### src/rtl/clock_generator.sv
/* Strobes are one clk_i cycle wide and both counters restart on reset.
   Divide ratios of 1 give a strobe on every cycle. */
module clock_generator #(
    parameter int MCLK_DIV = 4,
    parameter int SCLK_DIV = 16
) (
    input  logic clk_i,
    input  logic reset_i,
    output logic mclk_stb_o,
    output logic sclk_stb_o
);

    localparam int MCLK_CNT_W = $clog2(MCLK_DIV + 1);
    localparam int SCLK_CNT_W = $clog2(SCLK_DIV + 1);

    logic [MCLK_CNT_W-1:0] mclk_cnt;
    logic [SCLK_CNT_W-1:0] sclk_cnt;

    // Strobe on the last count of each period
    assign mclk_stb_o = (mclk_cnt == MCLK_CNT_W'(MCLK_DIV - 1));
    assign sclk_stb_o = (sclk_cnt == SCLK_CNT_W'(SCLK_DIV - 1));

    always_ff @(posedge clk_i) begin
        if (reset_i) begin
            mclk_cnt <= '0;
            sclk_cnt <= '0;
        end else begin
            if (mclk_stb_o) begin
                mclk_cnt <= '0;
            end else begin
                mclk_cnt <= mclk_cnt + 1'b1;
            end

            if (sclk_stb_o) begin
                sclk_cnt <= '0;
            end else begin
                sclk_cnt <= sclk_cnt + 1'b1;
            end
        end
    end

endmodule

### config.mk
export PLATFORM = sky130hd
export DESIGN_NAME = clock_generator
export DESIGN_NICKNAME = d
export VERILOG_FILES = /design/src/rtl/clock_generator.sv
export SDC_FILE = /design/constraint.sdc
export NUM_CORES = 1
export LEC_CHECK = 0
export BUFFER_PORTS_ARGS = -buffer_cell sky130_fd_sc_hd__buf_2
export CAP_MARGIN = 20
export CORE_AREA = 2 2 39 41
export CTS_CLUSTER_DIAMETER = 150
export DETAILED_ROUTE_END_ITERATION = 8
export DIE_AREA = 0 0 41 43
export PLACE_DENSITY_LB_ADDON = 0.12
export SYNTH_ARGS = -nofsm -noshare
export SYNTH_HDL_FRONTEND = slang
export SYNTH_SLANG_ARGS = --single-unit
export TNS_END_PERCENT = 20
### constraint.sdc
create_clock -name clk_i -period 1.9 [get_ports clk_i]
set_input_delay 0.19 -clock clk_i [delete_from_list [all_inputs] [get_ports clk_i]]
set_output_delay 0.19 -clock clk_i [all_outputs]
set_load 0.02 [all_outputs]
==> flow_summary.json <==
{
  "power_density_nw_per_um2": 905.1,
  "hp-class": "input pin to register",
  "avgSynthCellArea_sq_um": 11.53,
  "status": "completed",
  "cts_setup_buffers": 0,
  "syn_inst": 28,
  "drc": 0,
  "dp_slack_ns": 0.4583,
  "antenna_found_initial": 0,
  "clk_path_buf_depth": 2,
  "grt_pass1_wl_um": 869,
  "swShare": 0.2003,
  "maxSlewHeadroom": 0.8398,
  "worstPathCellList": "ha_1 > and3_2 > ha_1 > buf_2",
  "initialDrtViolationCount": 4,
  "required_ns": 1.71,
  "dp.final_hpwl_um": 364.7,
  "initial_utilization": 0.2333,
  "cp_slowest_stage_delay_ns": 0.35,
  "synth_seq_area_share": 0.4961,
  "final_util": 0.2667,
  "final_nets": 41,
  "ys_warn_count": 0,
  "viasPerCell": 4.347,
  "dp.cells": 46,
  "cts_tree": "done",
  "numPortBuffers": 3,
  "max_freq_mhz": 606.5,
  "crit_top_cell": "ha_1",
  "setup_viol": 0,
  "power_w": 0.0003341,
  "power.switching_w": 0.00006692,
  "power.share.sequential": 0.559,
  "grt.total_usage": 0.07746,
  "core_area_sq_um": 1384,
  "ios": 4,
  "finalSetupTns_ns": 0,
  "period_share": 0.8678,
  "cts.sinks": 8,
  "overflow": 0,
  "cap_viol_max_count": 0,
  "r2r_start": "sclk_cnt[0]$_SDFF_PP0_",
  "synth_cell_types": 11,
  "netlist_area_sq_um": 322.8,
  "fillers": 157,
  "slowest_stage": "dfxtp_1",
  "final_layout_size_suffix_gt1_frac": 0.2727,
  "die_h_um": 43,
  "crit_arrival_ns": 1.46,
  "rows": 14,
  "firstDrtPassIters": 4,
  "multiInputGateArea_sq_um": 143.9,
  "crit_fanout": 7,
  "cts_root_buffer": "clkbuf_4",
  "grt_pass1_vias": 209,
  "gp_congestion": 0.6346,
  "vias": 213,
  "final.setup_skew_ns": 0.001894,
  "hold_viol": 0,
  "rsz0062_at_grt": "no",
  "h-tree-depth": 1,
  "syn_to_final_growth_pct": 14.34,
  "final_antenna_net_count": 0,
  "wl_per_cell_um": 9.000,
  "crit_path_start_kind": "register",
  "instances_no_fill": 49,
  "finalCriticalPeriod_ns": 1.649,
  "p_clk_frac": 0.356,
  "cts_resized": 0,
  "pwr-share-comb": 0.085,
  "p_leak_nw": 0.1574,
  "critPathLaunch": "sclk_cnt[0]$_SDFF_PP0_",
  "vdd_drop_max_mv": 0.3792,
  "final-seq-area_sq_um": 160.2,
  "timing.final.ws_setup_ns": 0.2513,
  "clkLatencyLatePin_ns": 0.24,
  "drt-total-wl_um": 441,
  "dieArea_sq_um": 1763,
  "cts_hold_buf": 0,
  "clkTransAtPathRegs_ns": 0.05,
  "reg2reg_depth": 5,
  "tightest_slew_ns": 0.2403,
  "ys_seq_elements": 8,
  "numCtsBuffers": 3,
  "n_antenna_cell": 0,
  "p_int_w": 0.0002671,
  "min_path_cells": 2,
  "synth_nets": 34,
  "maxSlewViolCount": 0,
  "dieWidth_um": 41,
  "cp-end-kind": "output port",
  "grt_max_degree": 10,
  "path_class": "register to output port",
  "holdCritStartpoint": "reset_i"
}
[power groups by stage]
stage | Combinational, W | Clock [W] | Sequential, W
final | 0.0000282 | 0.000119 | 0.000187
after global routing | 0.0000340 | 0.000138 | 0.000188
after CTS | 0.0000290 | 0.000127 | 0.000187
after detailed placement | 0.0000289 | 0 | 0.000191
after global placement | 0.0000274 | 0 | 0.000190
after floorplan | 0.0000252 | 0 | 0.000189
[final timing paths]
path	to	slack (ns)
setup / recovery	sclk_stb_o	0.25
hold / removal	mclk_cnt[2]$_SDFF_PP0_	0.23
setup reg to reg	sclk_cnt[3]$_SDFF_PP0_	0.45
hold reg to reg	mclk_cnt[0]$_SDFF_PP0_	0.43
[per-layer routing]
layer / global-route usage / share of wire / up-vias
li1: - / - / 108
met1: 0.1133 / 0.47 / 103
met2: 0.08438 / 0.49 / 2
met3: 0.04712 / 0.036 / 0
met4: 0.04000 / 0 / 0
met5: 0 / 0 / -
[worst max-delay path, delay by kind of cell, from the launching register on]
family	cells	cell delay, ns
flip-flops	1	0.35
adder cells (fa/ha/maj)	2	0.47
buffers and inverters	1	0.21
AND/OR/NAND/NOR	1	0.19
[cell usage in the layout, fill, tap and decap left out, drive strengths merged]
cell / n
and3: 1
buf: 3
clkbuf: 3
dfxtp: 8
ha: 4
inv: 2
mux2: 1
nand3: 1
nor3: 6
nor3b: 3
xnor2: 1
[flip-flops by register name, indices dropped and copies added, names as in the netlist]
register,cells
mclk_cnt,3
sclk_cnt,5
[cells in the mapped netlist (all sizes together)]
master | n | area share
nor3b | 3 | 0.085
nor3 | 6 | 0.093
nand3 | 1 | 0.015
and3 | 1 | 0.023
xnor2 | 1 | 0.027
dfxtp | 8 | 0.50
mux2 | 1 | 0.046
ha | 4 | 0.16
buf | 1 | 0.035
inv | 2 | 0.023
[through the flow]
stage | hold slack, ns | instance area, sq um
floorplan | 0.3806 | 322.8
global placement | 0.4164 | 346.6
detailed placement | 0.4314 | 346.6
CTS | 0.2286 | 369.1
global route | 0.2461 | 369.1
finish | 0.2344 | 369.1
[cells by family (layout without fill, tap and decap cells)]
group	Yosys count	count (layout)	synth area share
simple gates	11	11	0.2170
flops	8	8	0.4961
fa+ha+maj	4	4	0.1550
buf+inv	3	8	0.05815
xor+xnor	1	1	0.02714
mux	1	1	0.04650
[layout make-up]
type / instances / area share
Tap cell: 16 / 0.05424
Sequential cell: 8 / 0.4339
Timing Repair Buffer: 3 / 0.04068
Inverter: 2 / 0.02034
Multi-Input combinational cell: 17 / 0.3898
Clock buffer: 3 / 0.06102
(Power assumes the default switching activity.)
