`config.mk`:
```
export PLATFORM = sky130hd
export DESIGN_NAME = psoc_dac
export DESIGN_NICKNAME = d
export VERILOG_FILES = /design/src/rtl/audio_pkg.sv /design/src/rtl/psoc_dac.sv
export SDC_FILE = /design/constraint.sdc
export NUM_CORES = 1
export LEC_CHECK = 0
export BUFFER_PORTS_ARGS = -buffer_cell sky130_fd_sc_hd__buf_4
export CORE_AREA = 2 2 113 115
export CTS_BUF_LIST = sky130_fd_sc_hd__clkbuf_8
export CTS_CLUSTER_SIZE = 24
export DETAILED_ROUTE_END_ITERATION = 8
export DIE_AREA = 0 0 115 117
export PLACE_DENSITY = 0.68
export SETUP_SLACK_MARGIN = 0.5
export SYNTH_ARGS = -nofsm -noshare
export SYNTH_HDL_FRONTEND = slang
export SYNTH_SLANG_ARGS = --single-unit
```
`constraint.sdc`:
```
create_clock -name clk_i -period 3.33 [get_ports clk_i]
set_input_delay 0.333 -clock clk_i [delete_from_list [all_inputs] [get_ports clk_i]]
set_output_delay 0.333 -clock clk_i [all_outputs]
set_load 0.01 [all_outputs]
```
`src/rtl/audio_pkg.sv`:
```
/* Samples are signed two's complement, one per channel.
   A frame carries left in the upper half and right in the lower half. */
package audio_pkg;

    // Bits per channel sample
    localparam int SAMPLE_W = 24;

    // Stereo frame as stored in the FIFO
    localparam int FRAME_W = 2 * SAMPLE_W;

    // Bit-clock periods per I2S channel slot
    localparam int SLOT_BITS = 32;

    function automatic logic [FRAME_W-1:0] pack_frame(
        input logic [SAMPLE_W-1:0] left,
        input logic [SAMPLE_W-1:0] right
    );
        return {left, right};
    endfunction

    function automatic logic [SAMPLE_W-1:0] frame_left(input logic [FRAME_W-1:0] frame);
        return frame[FRAME_W-1 -: SAMPLE_W];
    endfunction

    function automatic logic [SAMPLE_W-1:0] frame_right(input logic [FRAME_W-1:0] frame);
        return frame[SAMPLE_W-1:0];
    endfunction

endpackage

```
`src/rtl/psoc_dac.sv`:
```
/* First-order sigma-delta per channel; outputs need external filtering.
   Holds the last sample when the FIFO runs dry. */
module psoc_dac #(
    parameter int SCLK_DIV = 16
) (
    input  logic                          clk_i,
    input  logic                          reset_i,
    input  logic                          enable_i,
    input  logic [audio_pkg::FRAME_W-1:0] frame_i,
    input  logic                          frame_valid_i,
    output logic                          pop_o,
    output logic                          phone_l_o,
    output logic                          phone_r_o
);

    import audio_pkg::*;

    // Same frame rate as the I2S output
    localparam int PERIOD = 2 * SLOT_BITS * SCLK_DIV;
    localparam int CNT_W  = $clog2(PERIOD);

    logic [CNT_W-1:0]    frame_cnt;
    logic [SAMPLE_W-1:0] sample_l;
    logic [SAMPLE_W-1:0] sample_r;
    logic [SAMPLE_W-1:0] acc_l;
    logic [SAMPLE_W-1:0] acc_r;
    logic [SAMPLE_W:0]   sum_l;
    logic [SAMPLE_W:0]   sum_r;

    assign pop_o = enable_i && frame_valid_i && (frame_cnt == '0);

    // Inverting the sign bit gives offset binary; the carry is the output bit
    assign sum_l = {1'b0, acc_l} + {1'b0, ~sample_l[SAMPLE_W-1], sample_l[SAMPLE_W-2:0]};
    assign sum_r = {1'b0, acc_r} + {1'b0, ~sample_r[SAMPLE_W-1], sample_r[SAMPLE_W-2:0]};

    always_ff @(posedge clk_i) begin
        if (reset_i || !enable_i) begin
            frame_cnt <= '0;
            sample_l  <= '0;
            sample_r  <= '0;
            acc_l     <= '0;
            acc_r     <= '0;
            phone_l_o <= 1'b0;
            phone_r_o <= 1'b0;
        end else begin
            frame_cnt <= (frame_cnt == CNT_W'(PERIOD - 1)) ? '0 : frame_cnt + 1'b1;
            if (pop_o) begin
                sample_l <= frame_left(frame_i);
                sample_r <= frame_right(frame_i);
            end
            acc_l     <= sum_l[SAMPLE_W-1:0];
            acc_r     <= sum_r[SAMPLE_W-1:0];
            phone_l_o <= sum_l[SAMPLE_W];
            phone_r_o <= sum_r[SAMPLE_W];
        end
    end

endmodule

```
==> results.md <==
- The layout net count is 898.
- Setup violations remaining at the end of the flow were counted as 0.
- The end of the worst register-to-register path is acc_r[12]$_SDFF_PP0_.
- Entering global routing, the biggest net connects just under 50 pins.
- The path category of the worst min-delay check is in2reg.
- In the final timing run, aggregate negative setup slack is 0 ns.
- The worst path in the final design needs a cycle of roughly 2.5 ns, including I/O delays and setup.
- The wire length of the first global-routing pass is ~23 mm.
- Setup repair after global routing left no endpoint under its margin.
- The data required time of the worst path is ~3 ns.
- The number of different library cells used by synthesis comes to 64.
- The post-route cell area is about 6700 um2.
- The source of the worst register-to-register timing path is sample_r[0]$_SDFFE_PP0P_.
- The number of standard cells in the final layout excluding fillers is between 900 and 1000.
- The number of buffer cells added on primary ports is 54.
- In the routed design, unresolved DRC markers number 0.
- The starting utilization of the core area is about half.
- The via count of the first global-routing pass was 5086.
- The final cycle utilization of the critical path is between 70% and 80%.
- The post-synthesis register bit count is between 100 and 150.
- The number of max-slew violations in the final report is 0.
- The horizontal extent of the die is between 100 and 150 um.
- In the final routing, the length of wire on met1 measures between 5 and 6 mm.
- On the final layout, the worst clock skew is 0.01866 ns.
- STA classifies the critical path startpoint as a flip-flop.
- The total clock sinks is between 100 and 150.
- The level count of the clock H-tree is 3.
- The total CTS buffers is 9.
- The area used by multi-input combinational logic is ~3700 um2.
- The most common cell after layout, fill and taps aside is nand2_1.
- After detailed placement, the design holds a cell count of approximately 930.
- The number of hold-slack violations in the final timing report is 0.
- The share of async-settable or async-resettable flops after synthesis is 0%.
- The max-capacitance violation count is 0.
- The number of fill cells is 1160.
- The total met2 wirelength after detailed routing is approximately 6.8 mm.
- The detailed router's first-iteration violation count is 277.
- At the worst endpoint, the arrival time is 2.17 ns.
- At the pin with the least slew margin, the transition time is ~0.8 ns.
- The die covers approximately 13000 um2.
- The clock tree root buffer cell is clkbuf_8.
- The maximum fanout along the worst path is between 40 and 50.
- Along the worst hold path, the cell count comes to 3.
- The number of warnings issued by yosys is 0.
- The share of synthesized area occupied by flip-flops and latches is a little over a third.
- After detailed placement, the total cell area comes to around 6500 um2.
- The number of antenna violations at the first check in global routing is 0.
- For this run, the top clock speed supported by timing is between 300 and 400 MHz.
- The leakage component of the power is roughly 2.7 nW.
- The top flip-flop cell by instance count after synthesis is dfxtp_1.
- The post-route netlist has about 11% of its cells at a drive strength greater than 1.
- The placeable core area is 12310 um2.
- The critical path class is reg2out.
- The total grt overflow is 0.
- After synthesis, the mean cell area works out to between 7 and 8 um2.
- The path with the worst hold slack has its endpoint at sample_l[19]$_SDFFE_PP0P_.
- The power per cell area is between 300 and 400 nW/um2.
- 55 I/O pins were placed.
- The die span in y is 117 um.
- The detail route stage leaves a number of antenna-violating nets equal to 0.
- The top routing layer in use is met4.
- The register area is 2162 um2.
- Clock-pin slew was measured on the worst setup and hold paths at 0.11 ns.
- The overall global routing resource usage is approximately a fifth.
- Summing every instance area after synthesis gives ~6000 um2.
- The cell count after synthesis came out at around 760.
- The final wirelength is approximately 13 mm.
- The worst register-to-register path has a setup slack of around 0.93 ns.
- In the final routed layout, each cell accounts on average for 14.05 um.
- The worst-case headroom to the max-slew limit is a little under half.
- The total vias in the final route is roughly 5400.
- Relative to the synthesized area, the layout overhead comes to 11.50%.
- In the routed layout, each cell is associated on average with a via count of around 5.7.
- The placer's final routability congestion estimate is 0.8620.
- The setup fix buffers added after clock tree synthesis is 0.
- The largest buffer count on any clock path is 2.
- Synthesis produced a netlist with a net count of between 800 and 900.
- The number of antenna diodes in the final layout is 0.
- The kind of capture point of the worst setup path is an output port.
- After floorplanning, the core was divided into 41 placement rows.
- In this run the most critical hold path is launched from frame_i[43].
- The number of detailed-routing iterations run before antenna repair is 4.
- The half-perimeter wire length after placement is a little under 10 mm.
- The clock tree from TritonCTS is yes.
- Gates resized during post-CTS repair numbered 0.
- After detailed routing, the met3 layer carries 441 um of wire.
- The quantity of hold-fixing buffers added after cts is 0.
- The clock latency on the worst-skew pair is 0.40 ns.
- The cell depth of the worst flop-to-flop path is 8.
- The synthesized design contains 0 enable-type register cells.
- The worst-case IR drop observed on VDD is about 0.00028 V.
- In the layout the commonest cells are 138 x nand2_1, 108 x dfxtp_1, 87 x a21oi_1, 66 x nor2_1, 60 x buf_4.
- The run finished with clean final reports.
sequential cells by signal, summed over array words and instances (netlist names):
| signal | count |
|---|---|
| phone_r_o | 1 |
| sample_l | 24 |
| acc_l | 24 |
| frame_cnt | 10 |
| sample_r | 24 |
| phone_l_o | 1 |
| acc_r | 24 |
layer usage:
| layer | up-vias | global-route usage (%) |
|---|---|---|
| met5 | - | 0 |
| met4 | 0 | 5.382 |
| met3 | 15 | 4.480 |
| met2 | 80 | 38.59 |
| met1 | 2524 | 24.69 |
| li1 | 2747 | - |
Yosys cell counts, drive strengths merged, types with 12 or more instances:
| master | count | area (um2) |
|---|---|---|
| a21oi | 89 | 452.9 |
| dfxtp | 108 | 2162 |
| nor3 | 21 | 110.1 |
| nand3 | 20 | 100.1 |
| xor2 | 13 | 113.9 |
| nor2 | 66 | 247.7 |
| o21a | 13 | 97.59 |
| a21o | 13 | 97.59 |
| ha | 50 | 625.6 |
| o21ai | 36 | 187.7 |
| a211oi | 13 | 102.6 |
| inv | 13 | 48.79 |
| nand4 | 12 | 75.07 |
| xnor2 | 17 | 148.9 |
| nand2 | 140 | 530.5 |
| clkbuf | 23 | 87.58 |
critical path: stages (launching register included):
cell and delay (ns):
dfxtp_1 0.36, inv_1 0.06, ha_1 0.13, nor4b_1 0.24
nand4_1 0.17, inv_2 0.57, buf_4 0.24
cell type report:
type,instances,share of cell area (%)
Multi-Input combinational cell,602,54.74
Sequential cell,108,32.28
Timing Repair Buffer,60,6.725
Tap cell,150,2.802
Clock buffer,9,1.849
Clock inverter,7,0.8780
Inverter,13,0.7286
metrics by stage:
| step | util (%) | power [W] | setup slack, ns | hold WS (ns) |
|---|---|---|---|---|
| 2_1_floorplan | - | 0.001479 | 1.227 | 0.4363 |
| 3_3_place_gp | 52.92 | 0.001558 | 1.026 | 0.4494 |
| 3_5_place_dp | 52.92 | 0.001566 | 0.9782 | 0.4545 |
| 4_1_cts | 54.40 | 0.002326 | 0.7594 | 0.1479 |
| 5_1_grt | 54.40 | 0.002411 | 0.6209 | 0.1472 |
| 6_report | 54.40 | 0.002294 | 0.8227 | 0.1717 |
cell families after synthesis:
| family | after synthesis | synth area share, % |
|---|---|---|
| mux | 6 | 0.9998 |
| flops | 108 | 35.99 |
| fa+ha+maj | 52 | 11.08 |
| buf+inv | 46 | 3.062 |
| simple gates | 304 | 22.72 |
| compound gates | 210 | 21.77 |
| xor+xnor | 30 | 4.374 |
how the worst max path moves through the flow:
stage / startpoint / end / slack, ns / cells after the start
5_1_grt: frame_cnt[0]$_SDFF_PP0_ / pop_o / 0.62 / 6
2_1_floorplan: sample_r[0]$_SDFFE_PP0P_ / acc_r[12]$_SDFF_PP0_ / 1.23 / 8
4_1_cts: frame_cnt[0]$_SDFF_PP0_ / pop_o / 0.76 / 6
6_report: frame_cnt[0]$_SDFF_PP0_ / pop_o / 0.82 / 6
3_5_place_dp: sample_r[0]$_SDFFE_PP0P_ / acc_r[20]$_SDFF_PP0_ / 0.98 / 8
3_3_place_gp: sample_r[0]$_SDFFE_PP0P_ / acc_r[22]$_SDFF_PP0_ / 1.03 / 8
power by group:
part | internal (W) | total (W) | switching, W
clock network | 0.000284 | 0.000760 | 0.000476
registers | 0.00131 | 0.00133 | 0.0000119
logic | 0.0000919 | 0.000209 | 0.000117
total | 0.00169 | 0.00229 | 0.000605
(Power assumes the default switching activity.)
