--- src/rtl/audio_pkg.sv ---
/* Samples are signed two's complement, one per channel.
   A frame carries left in the upper half and right in the lower half. */
package audio_pkg;

    // Bits per channel sample
    localparam int SAMPLE_W = 24;

    // Stereo frame as stored in the FIFO
    localparam int FRAME_W = 2 * SAMPLE_W;

    // Bit-clock periods per I2S channel slot
    localparam int SLOT_BITS = 32;

    function automatic logic [FRAME_W-1:0] pack_frame(
        input logic [SAMPLE_W-1:0] left,
        input logic [SAMPLE_W-1:0] right
    );
        return {left, right};
    endfunction

    function automatic logic [SAMPLE_W-1:0] frame_left(input logic [FRAME_W-1:0] frame);
        return frame[FRAME_W-1 -: SAMPLE_W];
    endfunction

    function automatic logic [SAMPLE_W-1:0] frame_right(input logic [FRAME_W-1:0] frame);
        return frame[SAMPLE_W-1:0];
    endfunction

endpackage

--- src/rtl/i2s_master.sv ---
/* Standard I2S transmit only, one frame per 2*SLOT_BITS bit clocks.
   The bit clock has a short low phase of one clk_i cycle per strobe. */
module i2s_master (
    input  logic                          clk_i,
    input  logic                          reset_i,
    input  logic                          enable_i,
    input  logic                          mclk_stb_i,
    input  logic                          sclk_stb_i,
    input  logic [audio_pkg::FRAME_W-1:0] frame_i,
    input  logic                          frame_valid_i,
    output logic                          pop_o,
    output logic                          i2s_mclk_o,
    output logic                          i2s_sclk_o,
    output logic                          i2s_lrclk_o,
    output logic                          i2s_sdata_o
);

    import audio_pkg::*;

    localparam int FRAME_BITS = 2 * SLOT_BITS;
    localparam int CNT_W      = $clog2(FRAME_BITS);
    localparam int PAD_W      = SLOT_BITS - SAMPLE_W;

    logic [CNT_W-1:0]      bit_cnt;
    logic [CNT_W-1:0]      next_cnt;
    logic                  frame_start;
    logic [FRAME_BITS-1:0] shift_q;
    logic [FRAME_BITS-1:0] load_bits;

    // Bit period index, wraps at the frame length
    assign next_cnt    = bit_cnt + 1'b1;
    assign frame_start = sclk_stb_i && (next_cnt == '0);

    // Only pop when a frame is really there
    assign pop_o = enable_i && frame_start && frame_valid_i;

    // Underrun sends a frame of zeros
    assign load_bits = frame_valid_i ?
        {frame_left(frame_i), {PAD_W{1'b0}}, frame_right(frame_i), {PAD_W{1'b0}}} : '0;

    always_ff @(posedge clk_i) begin
        if (reset_i || !enable_i) begin
            // Start in a right slot so the first left slot opens on a word-clock edge
            bit_cnt     <= CNT_W'(SLOT_BITS - 1);
            shift_q     <= '0;
            i2s_mclk_o  <= 1'b0;
            i2s_sclk_o  <= 1'b0;
            i2s_lrclk_o <= 1'b0;
            i2s_sdata_o <= 1'b0;
        end else begin
            if (mclk_stb_i) begin
                i2s_mclk_o <= !i2s_mclk_o;
            end

            // Falling edge on the strobe, rising one cycle later
            i2s_sclk_o <= !sclk_stb_i;

            if (sclk_stb_i) begin
                bit_cnt     <= next_cnt;
                i2s_lrclk_o <= next_cnt[CNT_W-1];
                if (frame_start) begin
                    // Last bit of the right slot is always padding
                    i2s_sdata_o <= 1'b0;
                    shift_q     <= load_bits;
                end else begin
                    i2s_sdata_o <= shift_q[FRAME_BITS-1];
                    shift_q     <= {shift_q[FRAME_BITS-2:0], 1'b0};
                end
            end
        end
    end

endmodule

--- config.mk ---
export PLATFORM = sky130hd
export DESIGN_NAME = i2s_master
export DESIGN_NICKNAME = d
export VERILOG_FILES = /design/src/rtl/audio_pkg.sv /design/src/rtl/i2s_master.sv
export SDC_FILE = /design/constraint.sdc
export NUM_CORES = 1
export LEC_CHECK = 0
export ABC_AREA = 0
export BUFFER_PORTS_ARGS = -buffer_cell sky130_fd_sc_hd__buf_2
export CORE_UTILIZATION = 25
export DETAILED_ROUTE_END_ITERATION = 8
export GPL_TIMING_DRIVEN = 1
export PLACE_DENSITY_LB_ADDON = 0.3
export SLEW_MARGIN = 30
export SYNTH_ARGS = -nofsm -noshare
export SYNTH_HDL_FRONTEND = slang
export SYNTH_SLANG_ARGS = --single-unit
--- constraint.sdc ---
create_clock -name clk_i -period 2.7 [get_ports clk_i]
set_clock_uncertainty 0.15 [all_clocks]
set_input_delay 0.27 -clock clk_i [delete_from_list [all_inputs] [get_ports clk_i]]
set_output_delay 0.27 -clock clk_i [all_outputs]
set_load 0.01 [all_outputs]
==> impl_results.md, run 1 <==
- Post-synth EDFFs: 0
- FMAX: 441 MHz
- Slew Viols, Final: 0
- Final Cycle Share: 0.839
- Final WL: 6080 um
- Synth top area share: 0.502
- H-tree levels: 3
- Post-CTS setup buffers: 0
- Antenna violations before repair: 0
- Max cap viols: 0
- Syn_area_per_cell: 11.4 um2
- Critical Path Max Stage Delay: between 0.4 and 0.5 ns
- Slew headroom: 0.679
- Final hold vios: 0
- Wire per inst: 13.1 um
- Core Rows: 36
- Clk pwr share: 0.404
- Share of power burned in registers: 0.501
- Startpoint Class: flop
- Core Area: 9910 um2
- Main synth FF type: dfxtp_1
- Crit path arrival time: 1.85 ns
- R2R Path End: shift_q[54]
- Switch share: 0.243
- RR Startpoint: bit_cnt[0]
- Worst vdd ir: 0.218 mV
- Cells after Synth: 228
- Sequential-to-total area share from yosys stat: 0.502
- GRT Total Usage: 0.119
- Final setup fails: 0
- Via density: 4.54
- Antenna diodes: 0
- Reg2reg setup slack: 0.54 ns
- Metal3 WL: 284 um
- Clock root cell: clkbuf_8
- Dpl ws: 0.603 ns
- Initial Util: 0.262
- Max layer used: met4
- Congestion Overflow GR: 0
- Register bit total from synthesis: 65
- RSZ-0062 raised after global routing: no
- CTS tree: done
- Largest net degree at the start of global routing: 58
- Clk sinks: 65
- Vias in the first global route: 2100
- Die Height: 104 um
- Register area: around 1300 um2
- Critical Path Sink: pop_o
- Cell area power density: 539 nW/um2
- PnR worst setup slack: roughly 0.43 ns
- Synth area leader: dfxtp_1
- Number of port buffers: between 50 and 60
- Vias: about 2.1k
- Synth cell types: 31
- Wire length on met2: 2600 um
- Final #Nets: 383
- Drt drc: 0
- Leak: approximately 1.5 nW
- Post-route ant nets: 0
- Setup TNS Final: 0 ns
- Least-Margin Pin Slew: between 0.4 and 0.5 ns
- Die Wd: 104 um
- Crit Path Category: flop to output port
- Synthesized area: 2590 um2
- First-pass GRT wire length: between 10000 and 15000 um
- FFs w/ async S/R, synth: 0
- Worst min path class: input pin to flop
- Comb pwr share: 0.095
- GP Congestion: 0.784
- Status: finished clean
- Top-count cell post-synth: dfxtp_1
- DRC marker count from the first detailed-route iteration: slightly above 80
- Power Internal: about 1.5 mW
- I/O pin count: 59
- Crit-path cells: ha_1 > nand4_1 > o22ai_2 > o2111a_1 > buf_2
- Clock Latency Late Sink: 0.35 ns
- DIE AREA: 10800 um2
- Post-DP HPWL: 3450 um
- Synth top cells by count: dfxtp_1 (65), a221o_1 (47), and2_1 (47)
- Critical path fanouts, max: 6
- R2R depth: 6
- Layout area overhead: 39.6%
- Number of filler cells placed in the layout: between 1k and 1.5k
- Critical path startpoint: bit_cnt[0]
- Multi-input logic area: 1160 um2
- Syn Nets: ~280
- Max clock buf depth: 2
- Slowest-stage cell, CP: dfxtp_1
- Share of layout cells above drive strength 1: 0.250
- CP Capture Type: output port
- Warnings, synthesis: 0
- Top cells by area, synth: dfxtp_1 (50%), a221o_1 (18%), and2_1 (11%)
- Clock slew at reported path FFs: 0.08 ns
- Routed met1 length: between 3000 and 4000 um
- Req. time, crit path: 2.28 ns
- Psw: 475 uW
- Crit path time final: roughly 2.3 ns
- First drt pass iteration count: 4
- Total CTS buffers: 9
## power by group through the flow
stage | clock network [mW] | registers, mW | logic, mW
floorplan | 0 | 0.997 | 0.0798
global placement | 0 | 0.999 | 0.135
detailed placement | 0 | 0.999 | 0.135
CTS | 0.826 | 0.977 | 0.186
global route | 0.866 | 0.978 | 0.204
finish | 0.788 | 0.977 | 0.186
## state kept, by name (all words and copies together) (netlist names)
signal,flops
bit_cnt,5
i2s_lrclk_o,1
i2s_mclk_o,1
i2s_sclk_o,1
i2s_sdata_o,1
shift_q,56
## layout make-up
cell class,count,share of cell area
sequential,65,0.359
multi-input combinational,144,0.321
timing repair buffer,107,0.220
tap,133,0.0460
clock buffer,12,0.0456
clock inverter,4,0.00726
## logic make-up after synthesis
kind of cell               count (synthesis)  share of synthesized area
xor gates and xnor gates                   6                     0.0203
DFF                                       65                      0.502
muxes                                      1                    0.00386
and+or+nand+nor                           68                      0.160
buffers and inverters                     19                     0.0579
AOI/OAI and AO/OA                         67                      0.247
adders and majority gates                  2                    0.00965
## per-stage QoR
step / util / total power, mW / std cells / instance area [um2] / hold WS (ns)
final: 0.365 / 1.95 / 465 / 3620 / 0.0279
after global routing: 0.365 / 2.05 / 465 / 3620 / 0.0270
after CTS: 0.364 / 1.99 / 464 / 3610 / 0.000646
after detailed placement: 0.300 / 1.13 / 403 / 2970 / 0.311
after global placement: 0.300 / 1.13 / 403 / 2970 / 0.306
after floorplan: - / 1.08 / 228 / 2590 / 0.257
## critical path, delay by kind of cell, from the launching register on
| family | cells | cell delay [ns] |
|---|---|---|
| DFF | 1 | 0.45 |
| AOI/OAI and AO/OA | 2 | 0.51 |
| and+or+nand+nor | 1 | 0.13 |
| adders and majority gates | 1 | 0.28 |
| buffers and inverters | 1 | 0.12 |
## timing repair
action,4_1_cts,5_1_grt
endpoints found under the setup margin,0,0
hold buffers,45,1
resized for setup,0,0
hold endpoints to repair,45,1
## metal layers
| layer | vias up | global-route usage |
|---|---|---|
| met3 | 11 | 0.0376 |
| met4 | 0 | 0.0582 |
| met1 | 983 | 0.157 |
| met2 | 51 | 0.175 |
| li1 | 1066 | - |
| met5 | - | 0 |
## layout by cell type, fill, tap and decap left out, types with 2 or more instances in the layout
cell and instances:
nand4_1 3, xnor2_1 2, xor2_1 4, dlygate4sd3_1 46, nand2b_1 2, and2_1 47, a21oi_1 2, ha_1 2
dfxtp_1 65, a22o_1 9, nand2_1 4, and3_1 3, buf_12 2, a221o_1 47, clkbuf_8 12, buf_2 58
nor2_1 3, clkinv_2 2
## worst min path at each step
stage / from / end / slack (ns) / cells after the start
global placement: shift_q[20] / shift_q[21] / 0.31 / 1
detailed placement: shift_q[13] / shift_q[14] / 0.31 / 1
CTS: frame_i[42] / shift_q[58] / 0.0006 / 2
floorplan: mclk_stb_i / i2s_mclk_o / 0.26 / 2
finish: frame_i[38] / shift_q[54] / 0.03 / 2
global route: frame_i[38] / shift_q[54] / 0.03 / 2
Power figures use the tool's default switching activity.
==> run 2, diff against run 1 <==
- clock period: 2.7 -> 2 ns (I/O delays scaled with it)
==> run 2 against run 1 <==
  * Die area stayed put
  * Flip-flop and latch count stayed put
  * Sequential power increased by 35%
  * Non-clock buffer count grew 15
  * Largest power group is now the clock network
  * Highest routed layer unchanged
==> impl_results.md, run 2 (same netlist as run 1, synthesis figures left out) <==
- Largest net degree at the start of global routing: 58 (unchanged)
- Worst min path class: input pin to flop
- Fin area: 3900 um2 (+7.7%)
- PnR worst setup slack: 0.0367 ns (-0.398 ns)
- Share of layout cells above drive strength 1: 0.294 (+0.0439)
- Final Cycle Share: 0.982
- Most flops, register: shift_q
- First-pass GRT wire length: 10500 um (+2.4%)
- FMAX: 509 MHz
- Req. time, crit path: 1.65 ns (-0.63 ns)
- Post-DP HPWL: 3660 um (+6.3%)
- Slew headroom: 0.829 (+0.150)
- GP Congestion: 0.718 (-8.5%)
- Max clock buf depth: 2 (unchanged)
- Number of port buffers: 58 (unchanged)
- Final WL: 6250 um (+2.9%)
- Drt drc: 0 (unchanged)
- Slew Viols, Final: 0 (unchanged)
- First drt pass iteration count: 4 (unchanged)
- Commonest non-fill, non-tap cell in the layout: dfxtp_1
- CTS tree: done
- Fin cells: 480 (+3.2%)
- Wire per inst: 13.0 um (-0.35%)
- Post-route ant nets: 0 (unchanged)
- Antenna diodes: 0 (unchanged)
- Core Rows: 36 (unchanged)
- Total CTS buffers: 9 (unchanged)
- Final #Nets: 398 (+3.9%)
- Worst vdd ir: 0.330 mV (+52%)
- GRT Total Usage: 0.121 (+0.00159)
- Cell area power density: 798 nW/um2 (+48%)
- Biggest regs: shift_q: 56 flops, bit_cnt: 5 flops
- Clock root cell: clkbuf_8
- Commonest non-fill, non-tap cells in the layout: dfxtp_1 (61), buf_2 (58), dlygate4sd3_1 (50)
- Number of filler cells placed in the layout: 1001 (-1.6%)
- Antenna violations before repair: 0 (unchanged)
- Clock slew at reported path FFs: 0.08 ns (about the same)
- Least-Margin Pin Slew: 0.256 ns (-0.226 ns)
- Layout area overhead: 50.4%
- Multi-input logic area: 1210 um2 (+3.7%)
- Register area: 1310 um2 (+0.77%)
- Core Area: 9910 um2 (unchanged)
- Crit Path Category: flop to output port
- Clk sinks: 65 (unchanged)
- Dpl ws: -0.00848 ns (-0.611 ns)
- Vias: 2191 (+3.8%)
- Crit path time final: 1.96 ns
- Hold Path Stages: 4 (+2)
- R2R depth: 7 (+1)
- Final setup fails: 0 (unchanged)
- Die Wd: 104 um (unchanged)
- Initial Util: 0.262 (unchanged)
- Final hold vios: 0 (unchanged)
- Clock Latency Late Sink: 0.34 ns (about the same)
- I/O pin count: 59 (unchanged)
- Max cap viols: 0 (unchanged)
- Startpoint Class: flop
- RSZ-0062 raised after global routing: yes
- Vias in the first global route: 2216 (+5.5%)
- Congestion Overflow GR: 0 (unchanged)
- H-tree levels: 3 (unchanged)
- DRC marker count from the first detailed-route iteration: 119 (+43%)
- Dpl cell area: 3030 um2 (+2.1%)
- Status: finished clean
- Critical path fanouts, max: 4 (-2)
- Die Height: 104 um (unchanged)
- Placed cell count: 408 (+1.2%)
- Crit path arrival time: 1.61 ns (-0.24 ns)
- Via density: 4.56 (+0.55%)
- CP Capture Type: output port
- Max FFs per register: 56 (unchanged)
- DIE AREA: 10800 um2 (unchanged)
- Leak: 1.65 nW (+7.4%)
==> run 2: routing by layer <==
layer  wire length (um)  global-route usage
met1               3110               0.160
met2               2790               0.185
met3                258              0.0370
met4                 89              0.0429
met5                  0                   0
==> run 2: timing repair <==
| item | 4_1_cts | 5_1_grt |
|---|---|---|
| endpoints found under the setup margin | 35 | 48 |
| pin swaps | 2 | 3 |
| hold endpoints to repair | 49 | 0 |
| buffers inserted | 3 | 4 |
| hold buffers | 50 | 0 |
| resized for setup | 11 | 3 |
==> run 2: report_power, final <==
part           switching (mW)  internal (mW)  total, mW
sequential             0.0171           1.30       1.32
clock                   0.535          0.956       1.49
combinational           0.122          0.175      0.297
==> run 2: cell type report <==
class / count / share of cell area
timing repair buffer: 122 / 0.244
multi-input combinational: 144 / 0.309
clock inverter: 7 / 0.0366
sequential: 65 / 0.336
tap: 133 / 0.0427
clock buffer: 9 / 0.0318
==> run 2: worst paths after layout <==
check / startpoint / endpoint / slack, ns
setup / recovery: bit_cnt[1] / pop_o / 0.04
hold / removal: reset_i / bit_cnt[0] / 0.07
setup reg to reg: bit_cnt[0] / shift_q[45] / 0.04
hold reg to reg: shift_q[45] / shift_q[46] / 0.33
==> run 2: worst max-delay path: stages (launching register included) <==
cell,delay (ns)
dfxtp_4,0.38
buf_4,0.15
and4_4,0.16
a21o_4,0.21
o2111a_1,0.24
buf_2,0.14
==> run 2: stage by stage <==
step | TNS, ns | hold slack [ns] | total power [mW] | utilization
floorplan | 0 | 0.187 | 1.45 | -
global placement | 0 | 0.274 | 1.55 | 0.306
detailed placement | -0.0143 | 0.275 | 1.55 | 0.306
CTS | 0 | 0.0550 | 3.14 | 0.389
global route | -1.15 | 0.0702 | 3.24 | 0.394
finish | 0 | 0.0750 | 3.11 | 0.394
