$ cat config.mk
export PLATFORM = sky130hd
export DESIGN_NAME = audio_wb_regfile
export DESIGN_NICKNAME = d
export VERILOG_FILES = /design/src/rtl/audio_pkg.sv /design/src/rtl/audio_regs_pkg.sv /design/src/rtl/audio_wb_regfile.sv
export SDC_FILE = /design/constraint.sdc
export NUM_CORES = 1
export LEC_CHECK = 0
export ABC_AREA = 1
export BUFFER_PORTS_ARGS = -buffer_cell sky130_fd_sc_hd__buf_4
export CORE_UTILIZATION = 40
export CTS_CLUSTER_DIAMETER = 100
export CTS_CLUSTER_SIZE = 12
export DETAILED_ROUTE_END_ITERATION = 7
export HOLD_SLACK_MARGIN = 0.1
export PLACE_DENSITY = 0.79
export SLEW_MARGIN = 40
export SYNTH_ARGS = -nofsm -noshare
export SYNTH_HDL_FRONTEND = slang
export SYNTH_SLANG_ARGS = --single-unit
$ cat constraint.sdc
create_clock -name clk_i -period 4.8 [get_ports clk_i]
set_clock_uncertainty 0.2 [all_clocks]
set_input_delay 0.24 -clock clk_i [delete_from_list [all_inputs] [get_ports clk_i]]
set_output_delay 0.24 -clock clk_i [all_outputs]
set_load 0.02 [all_outputs]
$ cat src/rtl/audio_pkg.sv
/* Samples are signed two's complement, one per channel.
   A frame carries left in the upper half and right in the lower half. */
package audio_pkg;

    // Bits per channel sample
    localparam int SAMPLE_W = 24;

    // Stereo frame as stored in the FIFO
    localparam int FRAME_W = 2 * SAMPLE_W;

    // Bit-clock periods per I2S channel slot
    localparam int SLOT_BITS = 32;

    function automatic logic [FRAME_W-1:0] pack_frame(
        input logic [SAMPLE_W-1:0] left,
        input logic [SAMPLE_W-1:0] right
    );
        return {left, right};
    endfunction

    function automatic logic [SAMPLE_W-1:0] frame_left(input logic [FRAME_W-1:0] frame);
        return frame[FRAME_W-1 -: SAMPLE_W];
    endfunction

    function automatic logic [SAMPLE_W-1:0] frame_right(input logic [FRAME_W-1:0] frame);
        return frame[SAMPLE_W-1:0];
    endfunction

endpackage

$ cat src/rtl/audio_regs_pkg.sv
/* Register map of the audio peripheral. Offsets are byte addresses of
   32-bit words; only address bits 4:2 are decoded, so the map aliases. */
package audio_regs_pkg;

    // Register offsets
    localparam logic [4:0] ADDR_CTRL     = 5'd0;
    localparam logic [4:0] ADDR_STATUS   = 5'd4;
    localparam logic [4:0] ADDR_THRESH   = 5'd8;
    localparam logic [4:0] ADDR_SAMPLE_L = 5'd12;
    localparam logic [4:0] ADDR_SAMPLE_R = 5'd16;

    // Control bits
    localparam int CTRL_DAC_MODE = 0;
    localparam int CTRL_DAC_EN   = 1;
    localparam int CTRL_I2S_EN   = 2;
    // Self-clearing, always reads 0
    localparam int CTRL_SOFT_RST = 3;

    // Status flags
    localparam int STAT_FULL     = 0;
    localparam int STAT_EMPTY    = 1;
    localparam int STAT_LOW      = 2;
    // Sticky until STATUS is written
    localparam int STAT_OVERFLOW = 3;

    // FIFO fill level field
    localparam int STAT_LEVEL_LSB = 8;

endpackage

$ cat src/rtl/audio_wb_regfile.sv
/* Wishbone classic single cycles only; wb_sel_i is ignored, so every write
   is a full word. Read data and ack come one cycle after the strobe. */
module audio_wb_regfile #(
    parameter int FIFO_LEN_BITS = 8
) (
    input  logic                          clk_i,
    input  logic                          reset_i,
    input  logic                          wb_cyc_i,
    input  logic                          wb_stb_i,
    input  logic                          wb_we_i,
    input  logic [31:0]                   wb_adr_i,
    // Byte lanes are not supported
    input  logic [3:0]                    wb_sel_i,
    input  logic [31:0]                   wb_dat_i,
    output logic [31:0]                   wb_dat_o,
    output logic                          wb_ack_o,
    output logic                          push_o,
    output logic [audio_pkg::FRAME_W-1:0] frame_o,
    input  logic                          fifo_full_i,
    input  logic                          fifo_empty_i,
    input  logic [FIFO_LEN_BITS:0]        fifo_level_i,
    output logic                          fifo_low_o,
    output logic                          dac_mode_o,
    output logic                          dac_enable_o,
    output logic                          i2s_enable_o,
    output logic                          soft_reset_o
);

    import audio_pkg::*;
    import audio_regs_pkg::*;

    logic                     req;
    logic                     wr_req;
    logic [4:0]               reg_addr;
    logic [CTRL_SOFT_RST-1:0] ctrl_q;
    logic                     soft_rst_q;
    logic [FIFO_LEN_BITS:0]   thresh_q;
    logic                     overflow_q;
    logic [SAMPLE_W-1:0]      left_q;
    logic [31:0]              status;
    logic [31:0]              rd_data;

    // New request only while ack is low
    assign req      = wb_cyc_i && wb_stb_i && !wb_ack_o;
    assign wr_req   = req && wb_we_i;
    assign reg_addr = {wb_adr_i[4:2], 2'b00};

    assign dac_mode_o   = ctrl_q[CTRL_DAC_MODE];
    assign dac_enable_o = ctrl_q[CTRL_DAC_EN];
    assign i2s_enable_o = ctrl_q[CTRL_I2S_EN];
    assign soft_reset_o = soft_rst_q;

    always_comb begin
        status                                    = '0;
        status[STAT_FULL]                         = fifo_full_i;
        status[STAT_EMPTY]                        = fifo_empty_i;
        status[STAT_LOW]                          = fifo_low_o;
        status[STAT_OVERFLOW]                     = overflow_q;
        status[STAT_LEVEL_LSB +: FIFO_LEN_BITS+1] = fifo_level_i;
    end

    // Sample registers are write-only
    always_comb begin
        case (reg_addr)
            ADDR_CTRL:   rd_data = 32'(ctrl_q);
            ADDR_STATUS: rd_data = status;
            ADDR_THRESH: rd_data = 32'(thresh_q);
            default:     rd_data = '0;
        endcase
    end

    always_ff @(posedge clk_i) begin
        if (reset_i) begin
            wb_ack_o   <= 1'b0;
            ctrl_q     <= '0;
            soft_rst_q <= 1'b0;
            thresh_q   <= '0;
            overflow_q <= 1'b0;
            push_o     <= 1'b0;
            fifo_low_o <= 1'b0;
        end else begin
            wb_ack_o   <= req;
            soft_rst_q <= 1'b0;
            push_o     <= 1'b0;
            fifo_low_o <= (fifo_level_i < thresh_q);
            if (wr_req) begin
                case (reg_addr)
                    ADDR_CTRL: begin
                        ctrl_q     <= wb_dat_i[CTRL_SOFT_RST-1:0];
                        soft_rst_q <= wb_dat_i[CTRL_SOFT_RST];
                    end
                    ADDR_STATUS: overflow_q <= 1'b0;
                    ADDR_THRESH: thresh_q <= wb_dat_i[FIFO_LEN_BITS:0];
                    ADDR_SAMPLE_R: begin
                        // Full FIFO drops the frame
                        if (fifo_full_i) begin
                            overflow_q <= 1'b1;
                        end else begin
                            push_o <= 1'b1;
                        end
                    end
                    default: ;
                endcase
            end
        end
    end

    always_ff @(posedge clk_i) begin
        if (req) begin
            wb_dat_o <= rd_data;
        end
        if (wr_req && reg_addr == ADDR_SAMPLE_L) begin
            left_q <= wb_dat_i[SAMPLE_W-1:0];
        end
        if (wr_req && reg_addr == ADDR_SAMPLE_R) begin
            frame_o <= pack_frame(left_q, wb_dat_i[SAMPLE_W-1:0]);
        end
    end

endmodule

==> flow_metrics.env, run 1 <==
export IMPL_grt_met2_usage_pct=28.6
export IMPL_end_kind="flop"
export IMPL_cp_slowest_cell="dlygate4sd3_1"
export IMPL_whs_ns=0.125
export IMPL_ys_types=26
export IMPL_setup_viol=0
export IMPL_dpl_worst_slack_ns=2.85
export IMPL_critical_path_max_fanout=48
export IMPL_ys_warn_count=0
export IMPL_hold_viol=0
export IMPL_yosysSeqAreaShare_pct=78.2
export IMPL_synthCells=260
export IMPL_cp_depth=5
export IMPL_busiest_layer="met2"
export IMPL_fmax_mhz=483
export IMPL_cts_reportedPaths_clkPinSlew_ns=0.10
export IMPL_leakage_nw=2.14
export IMPL_cp_top_family="buffers and inverters"
export IMPL_worst_r2r_cell_count=4
export IMPL_ctsResizeCount=0
export IMPL_place_congestion=0.743
export IMPL_place_area_sq_mm=0.00482
export IMPL_finalCritPeriodShare_pct=43.2
export IMPL_timing_rr_start="wb_ack_o"
export IMPL_status="completed"
export IMPL_num_vias=2501
export IMPL_critPathLaunchType="input port"
export IMPL_clk_latency_ns=0.35
export IMPL_critPathLaunch="wb_we_i"
export IMPL_powerDensity_mw_per_mm2=303
export IMPL_worst_pin_slew_ns=0.609
export IMPL_crit_chain="dlygate4sd3_1 > buf_4 > nand4_4 > nor2_4 > buf_4"
export IMPL_finalNonFillerCells=556
export IMPL_hold_depth=3
export IMPL_final_cell_area_sq_mm=0.00538
export IMPL_cts_tree="done"
export IMPL_overflow=0
export IMPL_cpMostUsedCell="buf_4"
export IMPL_tns_ns=0
export IMPL_clock_sinks=106
export IMPL_crit_buf_inv=3
export IMPL_ant_nets=0
export IMPL_slew_headroom_pct=59.4
export IMPL_clockRootBuffer="clkbuf_8"
export IMPL_max_cap_violations=0
export IMPL_die_area_sq_mm=0.0100
export IMPL_critical_path_arrival_ns=1.86
export IMPL_drc=0
export IMPL_drive_gt1_share_pct=33.3
export IMPL_start_util_pct=41.5
export IMPL_dr_pass1_iters=4
export IMPL_wl_per_cell_um=13.8
export IMPL_first_iter_violations=107
export IMPL_grt_max_degree=49
export IMPL_grt_pass1_vias=2492
export IMPL_nets=514
export IMPL_ios=171
export IMPL_min_from="wb_adr_i[4]"
export IMPL_die_x_um=100
export IMPL_use_met3_pct=3.55
export IMPL_period_needed_ns=2.07
export IMPL_cts_buffers=9
export IMPL_fillCellCount=740
export IMPL_htree_levels=3
export IMPL_die_h_um=100
export IMPL_grtUsageMet1_pct=18.1
export IMPL_syn_avg_cell_area_sq_um=14.8
export IMPL_wirelength_um=7700
export IMPL_vdd_drop_max_uv=129
export IMPL_cpPeakStageDelay_ns=0.53
export IMPL_synthToLayoutAreaGrowth_pct=39.6
export IMPL_place_hpwl_um=5160
export IMPL_finalPower_mw=1.63
export IMPL_track_usage_pct=15.9
export IMPL_dp_cells=501
export IMPL_rsz0062_at_grt="false"
export IMPL_cp_required_ns=4.59
export IMPL_path_class="in -> reg"
export IMPL_rows=35
export IMPL_clock_path_buffers=2
export IMPL_synth_area_sq_mm=0.00385
export IMPL_diodes=0
export IMPL_grt_pass1_wl_um=12200
export IMPL_io_buffers=114
export IMPL_hold_path_class="in -> reg"
export IMPL_core_sq_mm=0.00928
export IMPL_drv_slew=0
export IMPL_antenna_found_initial=0
export IMPL_setup_slack_ns=2.73
export IMPL_synth_seq_cells=106
export IMPL_viasPerCell=4.50
export IMPL_final_core_util_pct=58.0
## registers in the layout, summed over array words and instances (netlist names)
signal,cells
overflow_q,1
frame_o,48
ctrl_q,3
left_q,24
thresh_q,9
fifo_low_o,1
push_o,1
wb_ack_o,1
wb_dat_o,17
soft_reset_o,1
## layer usage
layer | wire (um) | up-vias
met2 | 4100 | 90
met3 | 439 | 17
met5 | 0 | -
li1 | - | 1198
met1 | 3010 | 1196
met4 | 154 | 0
## worst register-to-register path: stages, from the launching register on
cell and delay (ns):
dfxtp_1 0.34, inv_1 0.10, nand4_4 0.26, nor2_4 0.15, buf_4 0.50
## cell families after synthesis
kind of cell / share of synthesized area [%]
AO/OA/AOI/OAI: 3.41
adder cells (fa/ha/maj): 2.60
buffers and inverters: 6.75
flip-flops: 78.2
other: 0.0973
AND/OR/NAND/NOR: 8.99
## repair_timing
action / 4_1_cts / 5_1_grt
hold buffers: 39 / 0
setup buffers: 0 / 0
endpoints found under the hold margin: 76 / 0
## placed cells by master, fill, tap and decap left out
master / synthesis / final
clkbuf_8: 0 / 9
inv_1: 29 / 29
edfxtp_1: 89 / 89
nand3_4: 1 / 1
conb_1: 1 / 15
nor3_1: 9 / 9
clkinv_4: 0 / 1
nor2_2: 1 / 1
o21bai_1: 1 / 1
nor2_4: 1 / 2
clkbuf_1: 0 / 1
inv_2: 2 / 2
nor2_1: 33 / 32
o22ai_1: 2 / 2
inv_8: 0 / 1
dlygate4sd3_1: 0 / 39
a21oi_1: 4 / 4
nand4_4: 1 / 1
nand2_1: 18 / 18
inv_6: 0 / 2
buf_4: 15 / 117
nor3_2: 1 / 1
clkinv_2: 0 / 2
dfxtp_1: 17 / 17
o21ai_0: 13 / 13
o221ai_1: 3 / 3
ha_1: 8 / 8
nor4_2: 1 / 2
nand3_1: 5 / 5
## synthesized netlist by cell type
cell	count	area [sq um]
nor2_2	1	6.26
nor4_2	1	12.5
inv_1	29	109
buf_6	2	22.5
o22ai_1	2	12.5
buf_4	15	113
conb_1	1	3.75
nand4_4	1	21.3
nor2_4	1	11.3
o21bai_1	1	7.51
edfxtp_1	89	2670
inv_2	2	7.51
ha_1	8	100
nand3_1	5	25.0
a21oi_1	4	20.0
o21ai_0	13	65.1
nor3_2	1	10.0
buf_2	1	5.00
nand3_4	1	17.5
nor3_1	9	45.0
nor4_1	1	6.26
o221ai_1	3	26.3
nand2_1	18	67.6
nor2_1	33	124
dfxtp_1	17	340
buf_1	1	3.75
## report_power, final
group / total, mW / switching (mW) / internal [mW] / leakage [nW]
registers: 1.01 / 0.00421 / 1.00 / 0.945
logic: 0.134 / 0.0709 / 0.0636 / 1.11
clock network: 0.490 / 0.294 / 0.196 / 0.0929
## cell type report
type | count | area [sq um] | share of cell area, %
clock buffers | 10 | 128 | 2.37
clock inverters | 6 | 47.5 | 0.883
inverters | 31 | 116 | 2.16
multi-input cells | 118 | 648 | 12.0
flip-flops and latches | 106 | 3010 | 56.0
well taps | 129 | 161 | 3.00
repair buffers | 156 | 1270 | 23.6
## final timing paths
path                 end  slack (ns)
max          frame_o[29]        2.73
min           overflow_q        0.12
max reg2reg  frame_o[29]        2.84
min reg2reg  frame_o[32]        0.22
No activity file was read; power rests on OpenSTA's default activity.
==> run 2, diff against run 1 <==
--- a/config.mk
+++ b/config.mk
@@ -12,7 +12,7 @@
 export CTS_CLUSTER_SIZE = 12
 export DETAILED_ROUTE_END_ITERATION = 7
 export HOLD_SLACK_MARGIN = 0.1
-export PLACE_DENSITY = 0.79
+export PLACE_DENSITY = 0.82
 export SLEW_MARGIN = 40
 export SYNTH_ARGS = -nofsm -noshare
 export SYNTH_HDL_FRONTEND = slang
==> constraint.sdc (replaced) <==
create_clock -name clk_i -period 1.7 [get_ports clk_i]
set_clock_uncertainty 0.2 [all_clocks]
set_input_delay 0.085 -clock clk_i [delete_from_list [all_inputs] [get_ports clk_i]]
set_output_delay 0.085 -clock clk_i [all_outputs]
set_load 0.02 [all_outputs]
==> run 2 against run 1 <==
Against the previous run: worst hold slack lost 0.012 ns; core utilization rose by 2.6 points; combinational power rose to 3.1 times the previous value; count of clock-buffer cells in the layout is the same; highest routed layer unchanged.
==> flow_metrics.env, run 2 (same netlist as run 1, synthesis figures left out) <==
export IMPL_status="completed"
export IMPL_htree_levels=3
export IMPL_dr_pass1_iters=4
export IMPL_track_usage_pct=16.8
export IMPL_cts_buffers=9
export IMPL_drive_gt1_share_pct=33.1
export IMPL_worst_pin_slew_ns=0.506
export IMPL_hold_path_class="in -> reg"
export IMPL_nets=531
export IMPL_wirelength_um=8280
export IMPL_final_cell_area_sq_mm=0.00563
export IMPL_rows=35
export IMPL_p_switching_mw=1.11
export IMPL_cpPeakStageDelay_ns=0.57
export IMPL_core_sq_mm=0.00928
export IMPL_viasPerCell=4.50
export IMPL_antenna_found_initial=0
export IMPL_cts_reportedPaths_clkPinSlew_ns=0.10
export IMPL_critical_path_max_fanout=24
export IMPL_grt_max_degree=49
export IMPL_dpl_worst_slack_ns=0.114
export IMPL_cp_slowest_cell="dlygate4sd3_1"
export IMPL_end_kind="flop"
export IMPL_hold_viol=0
export IMPL_setup_slack_ns=0.0995
export IMPL_grtUsageMet1_pct=18.1
export IMPL_finalPower_mw=4.86
export IMPL_path_class="in -> reg"
export IMPL_crit_buf_inv=3
export IMPL_cp_top_family="buffers and inverters"
export IMPL_die_area_sq_mm=0.0100
export IMPL_drc=0
export IMPL_diodes=0
export IMPL_rsz0062_at_grt="false"
export IMPL_first_iter_violations=91
export IMPL_period_needed_ns=1.60
export IMPL_slew_headroom_pct=66.2
export IMPL_cts_tree="done"
export IMPL_busiest_layer="met2"
export IMPL_critical_path_arrival_ns=1.47
export IMPL_ant_nets=0
export IMPL_grt_pass1_vias=2559
export IMPL_fmax_mhz=625
export IMPL_largest_reg_flops=48
export IMPL_critPathLaunchType="input port"
export IMPL_grt_pass1_wl_um=12500
export IMPL_die_h_um=100
export IMPL_finalCritPeriodShare_pct=94.1
export IMPL_top_register="frame_o"
export IMPL_clock_sinks=106
export IMPL_ios=171
export IMPL_setup_viol=0
export IMPL_wl_per_cell_um=14.4
export IMPL_use_met3_pct=3.76
export IMPL_grt_met2_usage_pct=30.9
export IMPL_clk_latency_ns=0.36
export IMPL_leakage_nw=2.24
export IMPL_crit_chain="dlygate4sd3_1 > buf_4 > nand4_4 > nor4_4 > buf_12"
export IMPL_dp_cells=503
export IMPL_place_hpwl_um=5270
export IMPL_clockRootBuffer="clkbuf_8"
export IMPL_max_cap_violations=0
export IMPL_overflow=0
export IMPL_cts_setup_buffers=0
export IMPL_num_vias=2581
export IMPL_drv_slew=0
export IMPL_p_comb_share_pct=8.4
export IMPL_powerDensity_mw_per_mm2=864
export IMPL_mostFrequentLayoutCells="buf_4 (117), edfxtp_1 (89), dlygate4sd3_1 (54)"
export IMPL_place_area_sq_mm=0.00487
export IMPL_synthToLayoutAreaGrowth_pct=45.9
export IMPL_io_buffers=114
export IMPL_cp_required_ns=1.57
export IMPL_seqPwrFrac_pct=58.6
export IMPL_switching_share_pct=22.9
export IMPL_final_common_cell="buf_4"
export IMPL_final_core_util_pct=60.6
export IMPL_clock_path_buffers=2
export IMPL_intPower_mw=3.75
export IMPL_start_util_pct=41.5
export IMPL_die_x_um=100
export IMPL_finalNonFillerCells=573
export IMPL_vdd_drop_max_uv=399
export IMPL_reg_top3="frame_o x48, left_q x24, wb_dat_o x17"
export IMPL_pwr_share_clk_pct=33.0
export IMPL_place_congestion=0.817
## run 2: per-layer routing
| metal | routed length (um) | vias up |
|---|---|---|
| li1 | - | 1232 |
| met1 | 3240 | 1206 |
| met2 | 4350 | 117 |
| met3 | 490 | 26 |
| met4 | 200 | 0 |
| met5 | 0 | - |
## run 2: final cells by class
| cell class | instances | area [sq um] |
|---|---|---|
| multi-input cells | 118 | 662 |
| clock inverters | 6 | 82.6 |
| flip-flops and latches | 106 | 3020 |
| fillers | 717 | 3660 |
| well taps | 129 | 161 |
| inverters | 31 | 116 |
| clock buffers | 10 | 128 |
| repair buffers | 173 | 1460 |
## run 2: tightest hold or removal path, cell delays in order
cell and delay [ns]:
buf_4 0.09, nand3_1 0.07, buf_4 0.19, nor2_1 0.11
## run 2: worst paths after layout
path	endpoint	slack, ns	start	depth (start not counted)
worst max-delay path	left_q[23]	0.1	wb_stb_i	5
worst min-delay path	wb_dat_o[11]	0.11	wb_adr_i[2]	4
worst max register to register	left_q[23]	0.11	wb_ack_o	4
worst min register to register	frame_o[35]	0.22	left_q[11]	0
## run 2: power by group through the flow
stage	logic [mW]	clock network, mW	registers, mW
6_report	0.409	1.61	2.85
5_1_grt	0.440	1.73	2.85
4_1_cts	0.404	1.63	2.85
3_5_place_dp	0.316	0	2.91
3_3_place_gp	0.306	0	2.90
2_1_floorplan	0.139	0	2.94
## run 2: timing repair
| item | CTS | global route |
|---|---|---|
| setup endpoints to repair | 0 | 2 |
| endpoints found under the hold margin | 105 | 24 |
| hold buffers | 54 | 1 |
| resized for setup | 0 | 1 |
## run 2: through the flow
stage | setup TNS (ns) | hold WS [ns]
floorplan | -28.69 | -0.0479
global placement | 0 | 0.0716
detailed placement | 0 | 0.0728
CTS | 0 | 0.106
global route | 0 | 0.123
finish | 0 | 0.112
